$ cat config.mk
export PLATFORM = sky130hd
export DESIGN_NAME = fetch_predict
export DESIGN_NICKNAME = d
export VERILOG_FILES = /design/src/hdl/fetch_pkg.sv /design/src/hdl/btb.sv /design/src/hdl/fetch_latch.sv /design/src/hdl/fetch_predict.sv /design/src/hdl/program_counter.sv /design/src/hdl/redirect_control.sv
export VERILOG_INCLUDE_DIRS = /design/src /design/src/hdl
export SDC_FILE = /design/constraint.sdc
export NUM_CORES = 1
export LEC_CHECK = 0
export ABC_AREA = 1
export BUFFER_PORTS_ARGS = -buffer_cell sky130_fd_sc_hd__buf_2
export CAP_MARGIN = 30
export CELL_PAD_IN_SITES_DETAIL_PLACEMENT = 2
export CELL_PAD_IN_SITES_GLOBAL_PLACEMENT = 2
export CORE_ASPECT_RATIO = 1.5
export CORE_UTILIZATION = 36
export DETAILED_ROUTE_END_ITERATION = 7
export GPL_ROUTABILITY_DRIVEN = 0
export PLACE_DENSITY_LB_ADDON = 0.25
export SETUP_SLACK_MARGIN = 0.3
export SYNTH_ARGS = -nofsm -noshare
export SYNTH_HDL_FRONTEND = slang
export SYNTH_HIERARCHICAL = 1
export SYNTH_SLANG_ARGS = --single-unit
$ cat constraint.sdc
create_clock -name CLK -period 4.4 [get_ports CLK]
set_input_delay 0.88 -clock CLK [delete_from_list [all_inputs] [get_ports CLK]]
set_output_delay 0.88 -clock CLK [all_outputs]
set_load 0.1 [all_outputs]
$ cat src/hdl/fetch_settings.svh
// fetch slice settings
// reset PC, word width and BTB index width shared by package and RTL
// BTB depth follows from the index width (2 bits -> 4 entries)

`ifndef FETCH_SETTINGS_SVH
`define FETCH_SETTINGS_SVH

// address and instruction width
`define FETCH_WORD_W 32

// direct mapped BTB index, taken from addr bits [IDX_W+1:2]
`define FETCH_BTB_IDX_W 2

// first fetch address after reset
`define FETCH_PC_INIT 32'h0000_0000

`endif

$ cat src/hdl/fetch_pkg.sv
// fetch slice types
// word, BTB index and tag vectors, 2-bit predictor states,
// BTB entry, resolve bundle, fetch/decode register and BTB write command
// also the index/tag split of an address, used by BTB and control alike

`default_nettype none

`include "fetch_settings.svh"

package fetch_pkg;

   typedef logic [`FETCH_WORD_W-1:0] word_t;
   typedef logic [`FETCH_BTB_IDX_W-1:0] btb_idx_t;                  // addr bits 3:2
   typedef logic [`FETCH_WORD_W-`FETCH_BTB_IDX_W-3:0] btb_tag_t;    // addr bits 31:4

   // 2-bit saturating counter, msb low means taken half
   typedef enum logic [1:0] {
      STRONG_TAKEN = 2'b00,
      WEAK_TAKEN   = 2'b01,
      WEAK_NOT     = 2'b10,
      STRONG_NOT   = 2'b11
   } pred_state_t;

   typedef struct packed {
      logic        valid;
      btb_tag_t    tag;
      word_t       target;    // predicted taken address
      pred_state_t state;
   } btb_entry_t;

   // one resolved branch or jump from the resolving stage
   typedef struct packed {
      logic  valid;      // one cycle strobe
      logic  cond;       // conditional branch
      logic  jump;       // j, jal, jr
      logic  taken;      // actual outcome of cond
      logic  predicted;  // prediction bit carried from fetch
      word_t pc;         // branch's own address
      word_t target;     // resolved taken / jump address
   } resolve_t;

   typedef struct packed {
      word_t instr;
      word_t pc_plus_4;
      logic  predicted;
   } fetch_t;

   typedef struct packed {
      logic        write;
      btb_idx_t    idx;
      btb_tag_t    tag;
      word_t       target;
      pred_state_t state;
   } btb_update_t;

   function automatic btb_idx_t btb_idx_of(input word_t addr);
      return addr[`FETCH_BTB_IDX_W+1:2];  // word aligned, skip byte offset
   endfunction

   function automatic btb_tag_t btb_tag_of(input word_t addr);
      return addr[`FETCH_WORD_W-1:`FETCH_BTB_IDX_W+2];
   endfunction

endpackage

`default_nettype wire

$ cat src/hdl/btb.sv
// branch target buffer
// direct mapped, one entry per index, each with tag, target and
// a 2-bit predictor state
// two combinational read ports: fetch side lookup and resolve side check
// a write replaces the whole entry at update.idx

`default_nettype none

module btb
   import fetch_pkg::*;
(
   input  logic        CLK,
   input  logic        nRST,
   input  word_t       fetch_pc,
   input  word_t       resolve_pc,
   input  btb_update_t update,
   output btb_entry_t  lookup,
   output btb_entry_t  check
);

   // depth follows index width
   btb_entry_t entries [2**$bits(btb_idx_t)];

   btb_idx_t fetch_idx;
   btb_idx_t resolve_idx;
   btb_entry_t wr_entry;

   assign fetch_idx   = btb_idx_of(fetch_pc);
   assign resolve_idx = btb_idx_of(resolve_pc);

   // read ports, no tag compare here
   assign lookup = entries[fetch_idx];   // prediction at fetch
   assign check  = entries[resolve_idx]; // state of the resolving branch

   // whole entry is rewritten, always valid after a write
   assign wr_entry.valid  = 1'b1;
   assign wr_entry.tag    = update.tag;
   assign wr_entry.target = update.target;
   assign wr_entry.state  = update.state;

   always_ff @(posedge CLK, negedge nRST)
   begin
      if (!nRST)
      begin
         for (int i = 0; i < $size(entries); i++)
         begin
            entries[i] <= '0; // all invalid
         end
      end
      else if (update.write)
      begin
         entries[update.idx] <= wr_entry; // alloc, realloc on alias, or train
      end
   end

endmodule

`default_nettype wire

$ cat src/hdl/fetch_latch.sv
// fetch/decode pipeline register
// flush clears it to a bubble, ihit captures the fetched word,
// otherwise it holds

`default_nettype none

module fetch_latch
   import fetch_pkg::*;
(
   input  logic   CLK,
   input  logic   nRST,
   input  logic   ihit,
   input  logic   flush,
   input  word_t  instr,
   input  word_t  pc_plus_4,
   input  logic   predict,
   output fetch_t fetch_out
);

   fetch_t fetch_in;

   assign fetch_in.instr     = instr;
   assign fetch_in.pc_plus_4 = pc_plus_4;
   assign fetch_in.predicted = predict; // travels with the instr to resolve

   always_ff @(posedge CLK, negedge nRST)
   begin
      if (!nRST)
      begin
         fetch_out <= '0;
      end
      else if (flush)
      begin
         fetch_out <= '0;        // squash wrong path fetch
      end
      else if (ihit)
      begin
         fetch_out <= fetch_in;
      end
   end

endmodule

`default_nettype wire

$ cat src/hdl/fetch_predict.sv
// fetch and redirect top level
// PC, BTB with 2-bit predictors, redirect check and fetch/decode register
// flush goes out to the later stages whenever a resolve redirects fetch

`default_nettype none

module fetch_predict
   import fetch_pkg::*;
(
   input  logic     CLK,
   input  logic     nRST,
   input  logic     ihit,
   input  word_t    imemload,
   input  resolve_t resolve,
   output word_t    imemaddr,
   output fetch_t   fetch_out,
   output logic     flush
);

   btb_entry_t  lookup;
   btb_entry_t  check;
   btb_update_t update;
   logic        predict;
   word_t       predict_target;
   logic        redirect;
   word_t       redirect_addr;
   word_t       pc_plus_4;

   assign flush = redirect;

   btb u_btb (
      .CLK        (CLK),
      .nRST       (nRST),
      .fetch_pc   (imemaddr),
      .resolve_pc (resolve.pc),
      .update     (update),
      .lookup     (lookup),
      .check      (check)
   );

   redirect_control u_redirect_control (
      .fetch_pc       (imemaddr),
      .lookup         (lookup),
      .check          (check),
      .resolve        (resolve),
      .ihit           (ihit),
      .predict        (predict),
      .predict_target (predict_target),
      .redirect       (redirect),
      .redirect_addr  (redirect_addr),
      .update         (update)
   );

   program_counter u_program_counter (
      .CLK            (CLK),
      .nRST           (nRST),
      .ihit           (ihit),
      .predict        (predict),
      .predict_target (predict_target),
      .redirect       (redirect),
      .redirect_addr  (redirect_addr),
      .pc             (imemaddr),
      .pc_plus_4      (pc_plus_4)
   );

   fetch_latch u_fetch_latch (
      .CLK       (CLK),
      .nRST      (nRST),
      .ihit      (ihit),
      .flush     (redirect),
      .instr     (imemload),
      .pc_plus_4 (pc_plus_4),
      .predict   (predict),
      .fetch_out (fetch_out)
   );

endmodule

`default_nettype wire

$ cat src/hdl/program_counter.sv
// program counter
// next PC priority: redirect, then BTB prediction, then PC + 4
// loads on ihit, or on a redirect regardless of ihit

`default_nettype none

`include "fetch_settings.svh"

module program_counter
   import fetch_pkg::*;
(
   input  logic  CLK,
   input  logic  nRST,
   input  logic  ihit,
   input  logic  predict,
   input  word_t predict_target,
   input  logic  redirect,
   input  word_t redirect_addr,
   output word_t pc,
   output word_t pc_plus_4
);

   word_t pc_next;
   logic  pc_en;

   assign pc_plus_4 = pc + 32'd4;
   assign pc_en     = ihit || redirect; // hold while stalled

   always_comb
   begin
      if (redirect)
         pc_next = redirect_addr;  // resolve wins over fetch prediction
      else if (predict)
         pc_next = predict_target;
      else
         pc_next = pc_plus_4;
   end

   always_ff @(posedge CLK, negedge nRST)
   begin
      if (!nRST)
      begin
         pc <= `FETCH_PC_INIT;
      end
      else if (pc_en)
      begin
         pc <= pc_next;
      end
   end

endmodule

`default_nettype wire

$ cat src/hdl/redirect_control.sv
// redirect control
// predicts taken at fetch from the BTB entry of the current PC,
// checks each resolved branch or jump against the bit it was fetched with,
// picks the redirect address and forms the BTB update command
// BTB writes only for conditional branches, and only in an ihit cycle

`default_nettype none

module redirect_control
   import fetch_pkg::*;
(
   input  word_t       fetch_pc,
   input  btb_entry_t  lookup,
   input  btb_entry_t  check,
   input  resolve_t    resolve,
   input  logic        ihit,
   output logic        predict,
   output word_t       predict_target,
   output logic        redirect,
   output word_t       redirect_addr,
   output btb_update_t update
);

   btb_tag_t    res_tag;
   logic        lookup_hit;
   logic        check_hit;
   logic        false_taken;  // predicted taken, fell through
   logic        mispredict;
   pred_state_t next_state;

   // fetch side
   assign lookup_hit     = lookup.valid && (lookup.tag == btb_tag_of(fetch_pc));
   assign predict        = lookup_hit && (lookup.state inside {STRONG_TAKEN, WEAK_TAKEN});
   assign predict_target = lookup.target;

   // resolve side
   assign false_taken = resolve.cond && !resolve.taken && resolve.predicted;
   assign mispredict  = resolve.cond && (resolve.taken != resolve.predicted);
   assign redirect    = resolve.valid && (resolve.jump || mispredict);

   // fall through address only for a wrongly taken branch
   assign redirect_addr = (!resolve.jump && false_taken) ? resolve.pc + 32'd4
                                                         : resolve.target;

   // counter step, saturating both ends
   always_comb
   begin
      next_state = check.state;
      if (resolve.taken)
      begin
         case (check.state)
            STRONG_NOT: next_state = WEAK_NOT;
            WEAK_NOT:   next_state = WEAK_TAKEN;
            default:    next_state = STRONG_TAKEN;
         endcase
      end
      else
      begin
         case (check.state)
            STRONG_TAKEN: next_state = WEAK_TAKEN;
            WEAK_TAKEN:   next_state = WEAK_NOT;
            default:      next_state = STRONG_NOT;
         endcase
      end
   end

   assign res_tag   = btb_tag_of(resolve.pc);
   assign check_hit = check.valid && (check.tag == res_tag);

   // jumps never touch the BTB
   assign update.write  = resolve.valid && resolve.cond && !resolve.jump && ihit;
   assign update.idx    = btb_idx_of(resolve.pc);
   assign update.tag    = res_tag;
   assign update.target = check_hit ? check.target : resolve.target; // miss -> new target
   assign update.state  = check_hit ? next_state : STRONG_TAKEN;     // alloc strong taken

endmodule

`default_nettype wire

# Yosys cells after proc, flatten, opt, wreduce, memory -nomap -nowiden
# Index checks and enable logic that the tools add are counted.
[op_classes] add_sub_neg=2 magnitude_cmp=3 n_eq_ne=7 mux=19 bitwise_logic=2 reduce_logical=20
[op_table] cell="63-bit two-way mux" count=5
[op_table] cell="63-bit binary-select mux with 2-bit select" count=2
[op_table] cell="252-bit bitwise mux" count=1
[op_table] cell="65-bit two-way mux" count=2
[op_table] cell="32-bit two-way mux" count=4
[op_table] cell="63-bit demux with 2-bit select" count=1
[op_table] cell="32-bit by 3-bit adder with 32-bit output, second input constant" count=2
[op_table] cell="28-bit equality test" count=2
[op_table] cell="1-bit logical AND" count=12
[op_table] cell="2-bit one-hot mux with 2 select lines" count=2
[op_table] cell="3-bit >= comparator, second input constant" count=2
[op_table] cell="2-bit inverter with 3-bit output" count=2
[op_table] cell="2-bit by 1-bit equality test with 1-bit output, second input constant" count=2
[op_table] cell="2-bit equality test, second input constant" count=2
[op_table] cell="2-bit logical NOT" count=2
[op_table] cell="2-bit two-way mux" count=2
[op_table] cell="2-bit nonzero test" count=2
[op_table] cell="3-bit by 1-bit < comparator with 1-bit output, second input constant" count=1
[op_table] cell="1-bit logical NOT" count=2
[op_table] cell="1-bit logical OR" count=2
[op_table] cell="1-bit inequality test" count=1
[totals] register_bits=349 input_bits=104 output_inout_bits=98 wordCells=73

# Longest topological paths before layout
# Gate-level depths: netlist (run 1).
[depth] ltp_word=9 depth_mapped=21

# By module
# The synthesis (run 1) kept the hierarchy.
[modules_own_cells] mod="btb" n_inst=1 cells_each=2309 area_per_inst_um2=15006.9 seq_area_each_um2=6306.0
[modules_own_cells] mod="redirect_control" n_inst=1 cells_each=699 area_per_inst_um2=3210.6 seq_area_each_um2=0.0
[modules_own_cells] mod="program_counter" n_inst=1 cells_each=411 area_per_inst_um2=2658.8 seq_area_each_um2=800.8
[modules_own_cells] mod="fetch_latch" n_inst=1 cells_each=283 area_per_inst_um2=2590.0 seq_area_each_um2=1626.6

# Least setup slack after synthesis (run 1)
# No wires, ideal clock.
[synth_timing] path_type="flip-flop to flip-flop" startpoint="register u_program_counter.pc[2]" endpoint="register u_program_counter.pc[3]" setup_time_ps=138 t_arrival_ps=3128 required_ps=4262 slack_ps=1134 stages_incl_launch_ff=18 period_less_slack_ps=3266 cell_sequence="dfrtp_1 > buf_4 > buf_4 > clkbuf_1 > nand2_1 > nand3_1 > nand2_1 > xor2_1 > nor2_1 > nand3_1 > nor2_1 > nand2_1 > nor2_1 > clkbuf_1 > nor2_1 > clkbuf_1 > a22oi_1 > a31oi_1"
[synth_rtl] element="start: declaration" line_no="program_counter.sv:19" text="output word_t pc,"
[synth_rtl] element="start signal: assignment" line_no="program_counter.sv:43" text="pc <= `FETCH_PC_INIT;"
[synth_rtl] element="start signal: assignment" line_no="program_counter.sv:47" text="pc <= pc_next;"

==> impl_metrics.xml, run 1 <==
<?xml version="1.0" encoding="UTF-8"?>
<metrics>
  <group name="status">
    <metric name="outcome" unit="">complete, no violations</metric>
  </group>
  <group name="global_routing">
    <metric name="antenna_violations_before_repair" unit="">5</metric>
    <metric name="groute.usage.overall" unit="">0.342</metric>
    <metric name="grt_pass1_wl" unit="um">172000</metric>
    <metric name="grt_overflow" unit="">0</metric>
    <metric name="vias_in_the_first_global_route" unit="">28682</metric>
    <metric name="grt_max_degree" unit="">128</metric>
  </group>
  <group name="synth">
    <metric name="syn_area" unit="um^2">23400</metric>
    <metric name="synth-warning-count" unit="">6</metric>
    <metric name="mappedNetlistNets" unit="">3801</metric>
    <metric name="synth.avg_cell_area" unit="um^2">6.34</metric>
    <metric name="syn-instance-count" unit="">3695</metric>
  </group>
  <group name="clock_network">
    <metric name="postCtsResizedCells" unit="">0</metric>
    <metric name="clk_transition_reported_paths" unit="ns">0.07</metric>
    <metric name="cts_buffers" unit="">40</metric>
    <metric name="clkSinkCount" unit="">349</metric>
    <metric name="cts-root-buf" unit="">clkbuf_16</metric>
    <metric name="cts_htree_levels" unit="">2</metric>
    <metric name="clock_insertion_delay_worst_skew" unit="ns">0.60</metric>
    <metric name="clock_tree_from_tritoncts" unit="">done</metric>
    <metric name="cts.path.max_buffers" unit="">3</metric>
    <metric name="post-cts-setup-buffers" unit="">0</metric>
    <metric name="holdBufCountCts" unit="">0</metric>
  </group>
  <group name="setup_path">
    <metric name="worst-endpoint-arrival" unit="ns">4.36</metric>
    <metric name="worstSetupPathType" unit="">reg2reg</metric>
    <metric name="critPathSlowestCell" unit="">inv_4</metric>
    <metric name="cpPeakStageDelay" unit="ns">0.53</metric>
    <metric name="path_buf_inv" unit="">4</metric>
    <metric name="crit_fanout" unit="">64</metric>
    <metric name="endpoint_kind" unit="">flop</metric>
    <metric name="cp_cell_sequence" unit="">inv_4, buf_12, nand2_1, nand3_1, nand2_1, inv_1, o21ai_0, nor2_1, nand2_1, nor2_1, nand2_1, nor2_2, buf_4, a31oi_1, a21oi_1</metric>
    <metric name="crit_path_top_cell_by_count" unit="">nand2_1</metric>
    <metric name="setup.worst_path.start_class" unit="">flop</metric>
    <metric name="cp_top_family" unit="">buffers and inverters</metric>
    <metric name="r2r_slack" unit="ns">0.55</metric>
    <metric name="timing.rr.end" unit="">u_program_counter/pc[18]</metric>
    <metric name="reg2reg_depth" unit="">15</metric>
    <metric name="r2r-start" unit="">u_program_counter/pc[2]</metric>
    <metric name="data_required_time_at_the_worst_endpoint" unit="ns">4.91</metric>
  </group>
  <group name="placed_design">
    <metric name="dp_worst_setup_slack" unit="ns">0.366</metric>
    <metric name="dpl-instance-area" unit="um^2">24700</metric>
    <metric name="dp_cells" unit="">4538</metric>
    <metric name="io_buffers" unit="">201</metric>
    <metric name="dp.final_hpwl" unit="um">75900</metric>
  </group>
  <group name="sta">
    <metric name="timing.setup.tns" unit="ns">0</metric>
    <metric name="skew" unit="ns">0.0260</metric>
    <metric name="timing.slew.headroom" unit="">0.283</metric>
    <metric name="finalWorstPathRequiredPeriod" unit="ns">3.85</metric>
    <metric name="final_critical_path_setup_slack" unit="ns">0.552</metric>
    <metric name="drv_slew" unit="">0</metric>
    <metric name="max_slew.worst_pin.slew" unit="ns">1.08</metric>
    <metric name="whs" unit="ns">0.381</metric>
    <metric name="fmax" unit="GHz">0.260</metric>
    <metric name="final_hold_viol_count" unit="">0</metric>
    <metric name="final.period_utilization" unit="">0.875</metric>
    <metric name="grt_setup_unrepaired" unit="">false</metric>
    <metric name="setup_viol" unit="">0</metric>
  </group>
  <group name="floorplan">
    <metric name="chipHeight" unit="um">315</metric>
    <metric name="coreArea" unit="um^2">64500</metric>
    <metric name="rows" unit="">114</metric>
    <metric name="io_pins" unit="">202</metric>
    <metric name="die-width" unit="um">210</metric>
    <metric name="initial_core_util" unit="">0.364</metric>
    <metric name="dieArea" unit="um^2">66200</metric>
  </group>
  <group name="drt">
    <metric name="drt_pass1_iterations" unit="">6</metric>
    <metric name="wire_per_inst" unit="um">24.5</metric>
    <metric name="remaining_drc_errors" unit="">0</metric>
    <metric name="drt_wl_total" unit="um">113000</metric>
    <metric name="post_dr_vias_cell" unit="">5.60</metric>
    <metric name="detail_route.iter0.violations" unit="">1632</metric>
    <metric name="detail-route-antenna-nets" unit="">0</metric>
    <metric name="vias" unit="">25787</metric>
  </group>
  <group name="cells_and_area">
    <metric name="nFillCells" unit="">8024</metric>
    <metric name="flow.area_growth_from_synthesis" unit="%">10.6</metric>
    <metric name="layout_cells_sized_above_1" unit="">0.100</metric>
    <metric name="mostFrequentLayoutCell" unit="">nand2_1</metric>
    <metric name="final_cell_area" unit="um^2">25900</metric>
    <metric name="final_cell_mix" unit="">nand2_1, nand3_1, inv_1</metric>
    <metric name="nNetsFinal" unit="">3817</metric>
    <metric name="layoutNonFillerInstCount" unit="">4605</metric>
  </group>
  <group name="power_and_ir_drop">
    <metric name="ir_worst_vdd" unit="uV">245</metric>
    <metric name="cellLeakagePower" unit="nW">14.7</metric>
    <metric name="cellPowerDensity" unit="nW/um^2">473</metric>
  </group>
  <group name="worst_hold_path">
    <metric name="timing.hold.worst.class" unit="">in2async</metric>
  </group>
  <group name="flow_run">
    <metric name="max_cap_violations" unit="">0</metric>
  </group>
</metrics>
## sequential cells by signal (all words and copies together), names as in the netlist
signal and flops:
u_btb/entries 252, u_fetch_latch/fetch_out 65, u_program_counter/pc 32
## power breakdown
| group | switching [mW] | internal (mW) | leakage, nW | total, mW |
|---|---|---|---|---|
| Clock | 1.47 | 1.86 | 0.608 | 3.33 |
| Sequential | 0.490 | 3.76 | 4.46 | 4.25 |
| Combinational | 3.63 | 1.04 | 9.63 | 4.67 |
| Total | 5.59 | 6.66 | 14.7 | 12.3 |
## routing by layer
metal,share of wire,wire length (um),up-vias,track usage
li1,-,-,11435,-
met1,0.40,44700,13227,0.400
met2,0.50,56000,833,0.599
met3,0.051,5760,286,0.0461
met4,0.057,6450,6,0.194
met5,0.00036,41,-,0
## cell type report
| class | instances | area [um^2] | share of cell area |
|---|---|---|---|
| inverter | 440 | 1660 | 0.0641 |
| clock inverter | 8 | 45.0 | 0.00174 |
| tap | 870 | 1090 | 0.0420 |
| multi-input combinational | 2622 | 11500 | 0.444 |
| clock buffer | 57 | 1190 | 0.0458 |
| antenna | 1 | 2.50 | 0.0000966 |
| timing repair buffer | 258 | 1680 | 0.0648 |
| sequential | 349 | 8740 | 0.337 |
## stage by stage
step | power [mW] | util
global placement | 8.62 | 0.382
detailed placement | 8.89 | 0.382
floorplan | 7.42 | -
global route | 12.8 | 0.402
finish | 12.3 | 0.402
CTS | 12.3 | 0.402
## how the worst max path moves through the flow
stage | to | depth (start not counted) | start
final | u_program_counter/pc[18] | 15 | u_program_counter/pc[2]
after detailed placement | u_btb/entries[64] | 15 | resolve[34]
after floorplan | u_program_counter/pc[3] | 17 | u_program_counter/pc[2]
after global routing | u_program_counter/pc[18] | 15 | u_program_counter/pc[2]
after CTS | u_program_counter/pc[18] | 15 | u_program_counter/pc[2]
after global placement | u_btb/entries[64] | 15 | resolve[34]
Note: power is estimated with default switching activity, not from simulation.
==> run 2, diff against run 1 <==
- MAX_ROUTING_LAYER: default -> met4
==> impl_metrics.xml, run 2 (synthesis gave the netlist of run 1 again) <==
<?xml version="1.0" encoding="UTF-8"?>
<metrics>
  <group name="setup_path">
    <metric name="worstSetupPathType" unit="">reg2reg</metric>
    <metric name="crit_fanout" unit="">64</metric>
    <metric name="cp_cell_sequence" unit="">inv_4, buf_12, nand2_1, nand3_1, nand2_1, inv_1, o21ai_0, nor2_1, nand2_1, nor2_1, nand2_1, nor2_2, buf_4, a31oi_1, a21oi_1</metric>
    <metric name="cp_top_family" unit="">buffers and inverters</metric>
    <metric name="endpoint_kind" unit="">flop</metric>
    <metric name="critPathSlowestCell" unit="">inv_4</metric>
    <metric name="data_required_time_at_the_worst_endpoint" unit="ns">4.91</metric>
    <metric name="cpPeakStageDelay" unit="ns">0.53</metric>
    <metric name="setup.worst_path.start_class" unit="">flop</metric>
    <metric name="critical_path_cell_count" unit="">15</metric>
    <metric name="crit_path_top_cell_by_count" unit="">nand2_1</metric>
    <metric name="worst-endpoint-arrival" unit="ns">4.38</metric>
    <metric name="path_buf_inv" unit="">4</metric>
    <metric name="reg2reg_depth" unit="">15</metric>
  </group>
  <group name="cells_and_area">
    <metric name="flow.area_growth_from_synthesis" unit="%">10.6</metric>
    <metric name="nNetsFinal" unit="">3817</metric>
    <metric name="largestRegisters" unit="">u_btb/entries (252), u_fetch_latch/fetch_out (65), u_program_counter/pc (32)</metric>
    <metric name="largest-register" unit="">u_btb/entries</metric>
    <metric name="final_cell_area" unit="um^2">25900</metric>
    <metric name="largest_register_ffs" unit="">252</metric>
    <metric name="mostFrequentLayoutCell" unit="">nand2_1</metric>
    <metric name="layout_cells_sized_above_1" unit="">0.100</metric>
    <metric name="final_cell_mix" unit="">nand2_1, nand3_1, inv_1</metric>
  </group>
  <group name="floorplan">
    <metric name="coreArea" unit="um^2">64500</metric>
    <metric name="rows" unit="">114</metric>
    <metric name="chipHeight" unit="um">315</metric>
    <metric name="dieArea" unit="um^2">66200</metric>
    <metric name="initial_core_util" unit="">0.364</metric>
    <metric name="io_pins" unit="">202</metric>
    <metric name="die-width" unit="um">210</metric>
  </group>
  <group name="drt">
    <metric name="detail_route.iter0.violations" unit="">1520</metric>
    <metric name="remaining_drc_errors" unit="">0</metric>
    <metric name="post_dr_vias_cell" unit="">5.58</metric>
    <metric name="vias" unit="">25706</metric>
    <metric name="detail-route-antenna-nets" unit="">0</metric>
    <metric name="wire_per_inst" unit="um">24.5</metric>
    <metric name="drt_wl_total" unit="um">113000</metric>
    <metric name="drt_pass1_iterations" unit="">5</metric>
  </group>
  <group name="clock_network">
    <metric name="cts_htree_levels" unit="">2</metric>
    <metric name="cts-root-buf" unit="">clkbuf_16</metric>
    <metric name="clk_transition_reported_paths" unit="ns">0.07</metric>
    <metric name="clock_insertion_delay_worst_skew" unit="ns">0.60</metric>
    <metric name="postCtsResizedCells" unit="">0</metric>
    <metric name="cts.path.max_buffers" unit="">3</metric>
    <metric name="clock_tree_from_tritoncts" unit="">done</metric>
    <metric name="holdBufCountCts" unit="">0</metric>
    <metric name="cts_buffers" unit="">40</metric>
    <metric name="post-cts-setup-buffers" unit="">0</metric>
    <metric name="clkSinkCount" unit="">349</metric>
  </group>
  <group name="global_routing">
    <metric name="antenna_violations_before_repair" unit="">4</metric>
    <metric name="grt_max_degree" unit="">128</metric>
    <metric name="grt_overflow" unit="">0</metric>
    <metric name="grt_pass1_wl" unit="um">172000</metric>
    <metric name="groute.usage.overall" unit="">0.353</metric>
    <metric name="vias_in_the_first_global_route" unit="">28691</metric>
  </group>
  <group name="sta">
    <metric name="finalWorstPathRequiredPeriod" unit="ns">3.86</metric>
    <metric name="drv_slew" unit="">0</metric>
    <metric name="skew" unit="ns">0.0269</metric>
    <metric name="timing.slew.headroom" unit="">0.298</metric>
    <metric name="grt_setup_unrepaired" unit="">false</metric>
    <metric name="timing.setup.tns" unit="ns">0</metric>
    <metric name="final_hold_viol_count" unit="">0</metric>
    <metric name="setup_viol" unit="">0</metric>
    <metric name="fmax" unit="GHz">0.259</metric>
    <metric name="max_slew.worst_pin.slew" unit="ns">1.05</metric>
    <metric name="final.period_utilization" unit="">0.878</metric>
    <metric name="whs" unit="ns">0.382</metric>
  </group>
  <group name="worst_hold_path">
    <metric name="timing.hold.worst.class" unit="">in2async</metric>
  </group>
  <group name="flow_run">
    <metric name="max_cap_violations" unit="">0</metric>
  </group>
  <group name="power_and_ir_drop">
    <metric name="cellLeakagePower" unit="nW">14.7</metric>
    <metric name="ir_worst_vdd" unit="uV">245</metric>
    <metric name="cellPowerDensity" unit="nW/um^2">473</metric>
  </group>
  <group name="placed_design">
    <metric name="dp.final_hpwl" unit="um">75900</metric>
    <metric name="io_buffers" unit="">201</metric>
    <metric name="dpl-instance-area" unit="um^2">24700</metric>
  </group>
  <group name="status">
    <metric name="outcome" unit="">complete, no violations</metric>
  </group>
</metrics>
-- run 2: cell types whose count changed in the layout (fill, tap and decap cells not counted), sizes merged --
cell	delta
diode	+3
-- run 2: worst paths after layout --
kind                                                     to  slack (ns)                     from
worst min register to register           u_btb/entries[251]        0.46       u_btb/entries[251]
worst min-delay path            u_fetch_latch/fetch_out[37]        0.38                     nRST
min in group CLK                         u_btb/entries[251]        0.46       u_btb/entries[251]
worst max register to register     u_program_counter/pc[18]        0.54  u_program_counter/pc[2]
worst max-delay path               u_program_counter/pc[18]        0.54  u_program_counter/pc[2]
max in group asynchronous                u_btb/entries[219]        2.88                     nRST
-- run 2: stage by stage --
step	worst slack (ns)	std cells	power, mW	util
2_1_floorplan	1.14	3695	7.42	-
3_3_place_gp	0.634	4537	8.62	0.382
3_5_place_dp	0.366	4538	8.89	0.382
4_1_cts	0.656	4603	12.3	0.402
5_1_grt	0.473	4607	12.8	0.402
6_report	0.538	4608	12.3	0.402
-- run 2: cell type report --
cell class                      count  area [um^2]
Inverter                          440         1660
Clock buffer                       57         1190
Timing Repair Buffer              258         1680
Multi-Input combinational cell   2622        11500
Fill cell                        8025        38500
Clock inverter                      8         45.0
Sequential cell                   349         8740
Antenna cell                        4         10.0
Tap cell                          870         1090
-- run 2: layer usage --
metal  vias to the layer above  track usage  share of wire
met5                         -            -              0
met4                         0        0.191          0.056
li1                      11432            -              -
met2                       788        0.601           0.49
met3                       290       0.0458          0.046
met1                     13196        0.400           0.40
-- run 2: report_power, final --
group	internal [mW]	switching (mW)	leakage (nW)	total, mW
Sequential	3.76	0.491	4.46	4.25
Combinational	1.04	3.64	9.63	4.68
Clock	1.86	1.48	0.608	3.34
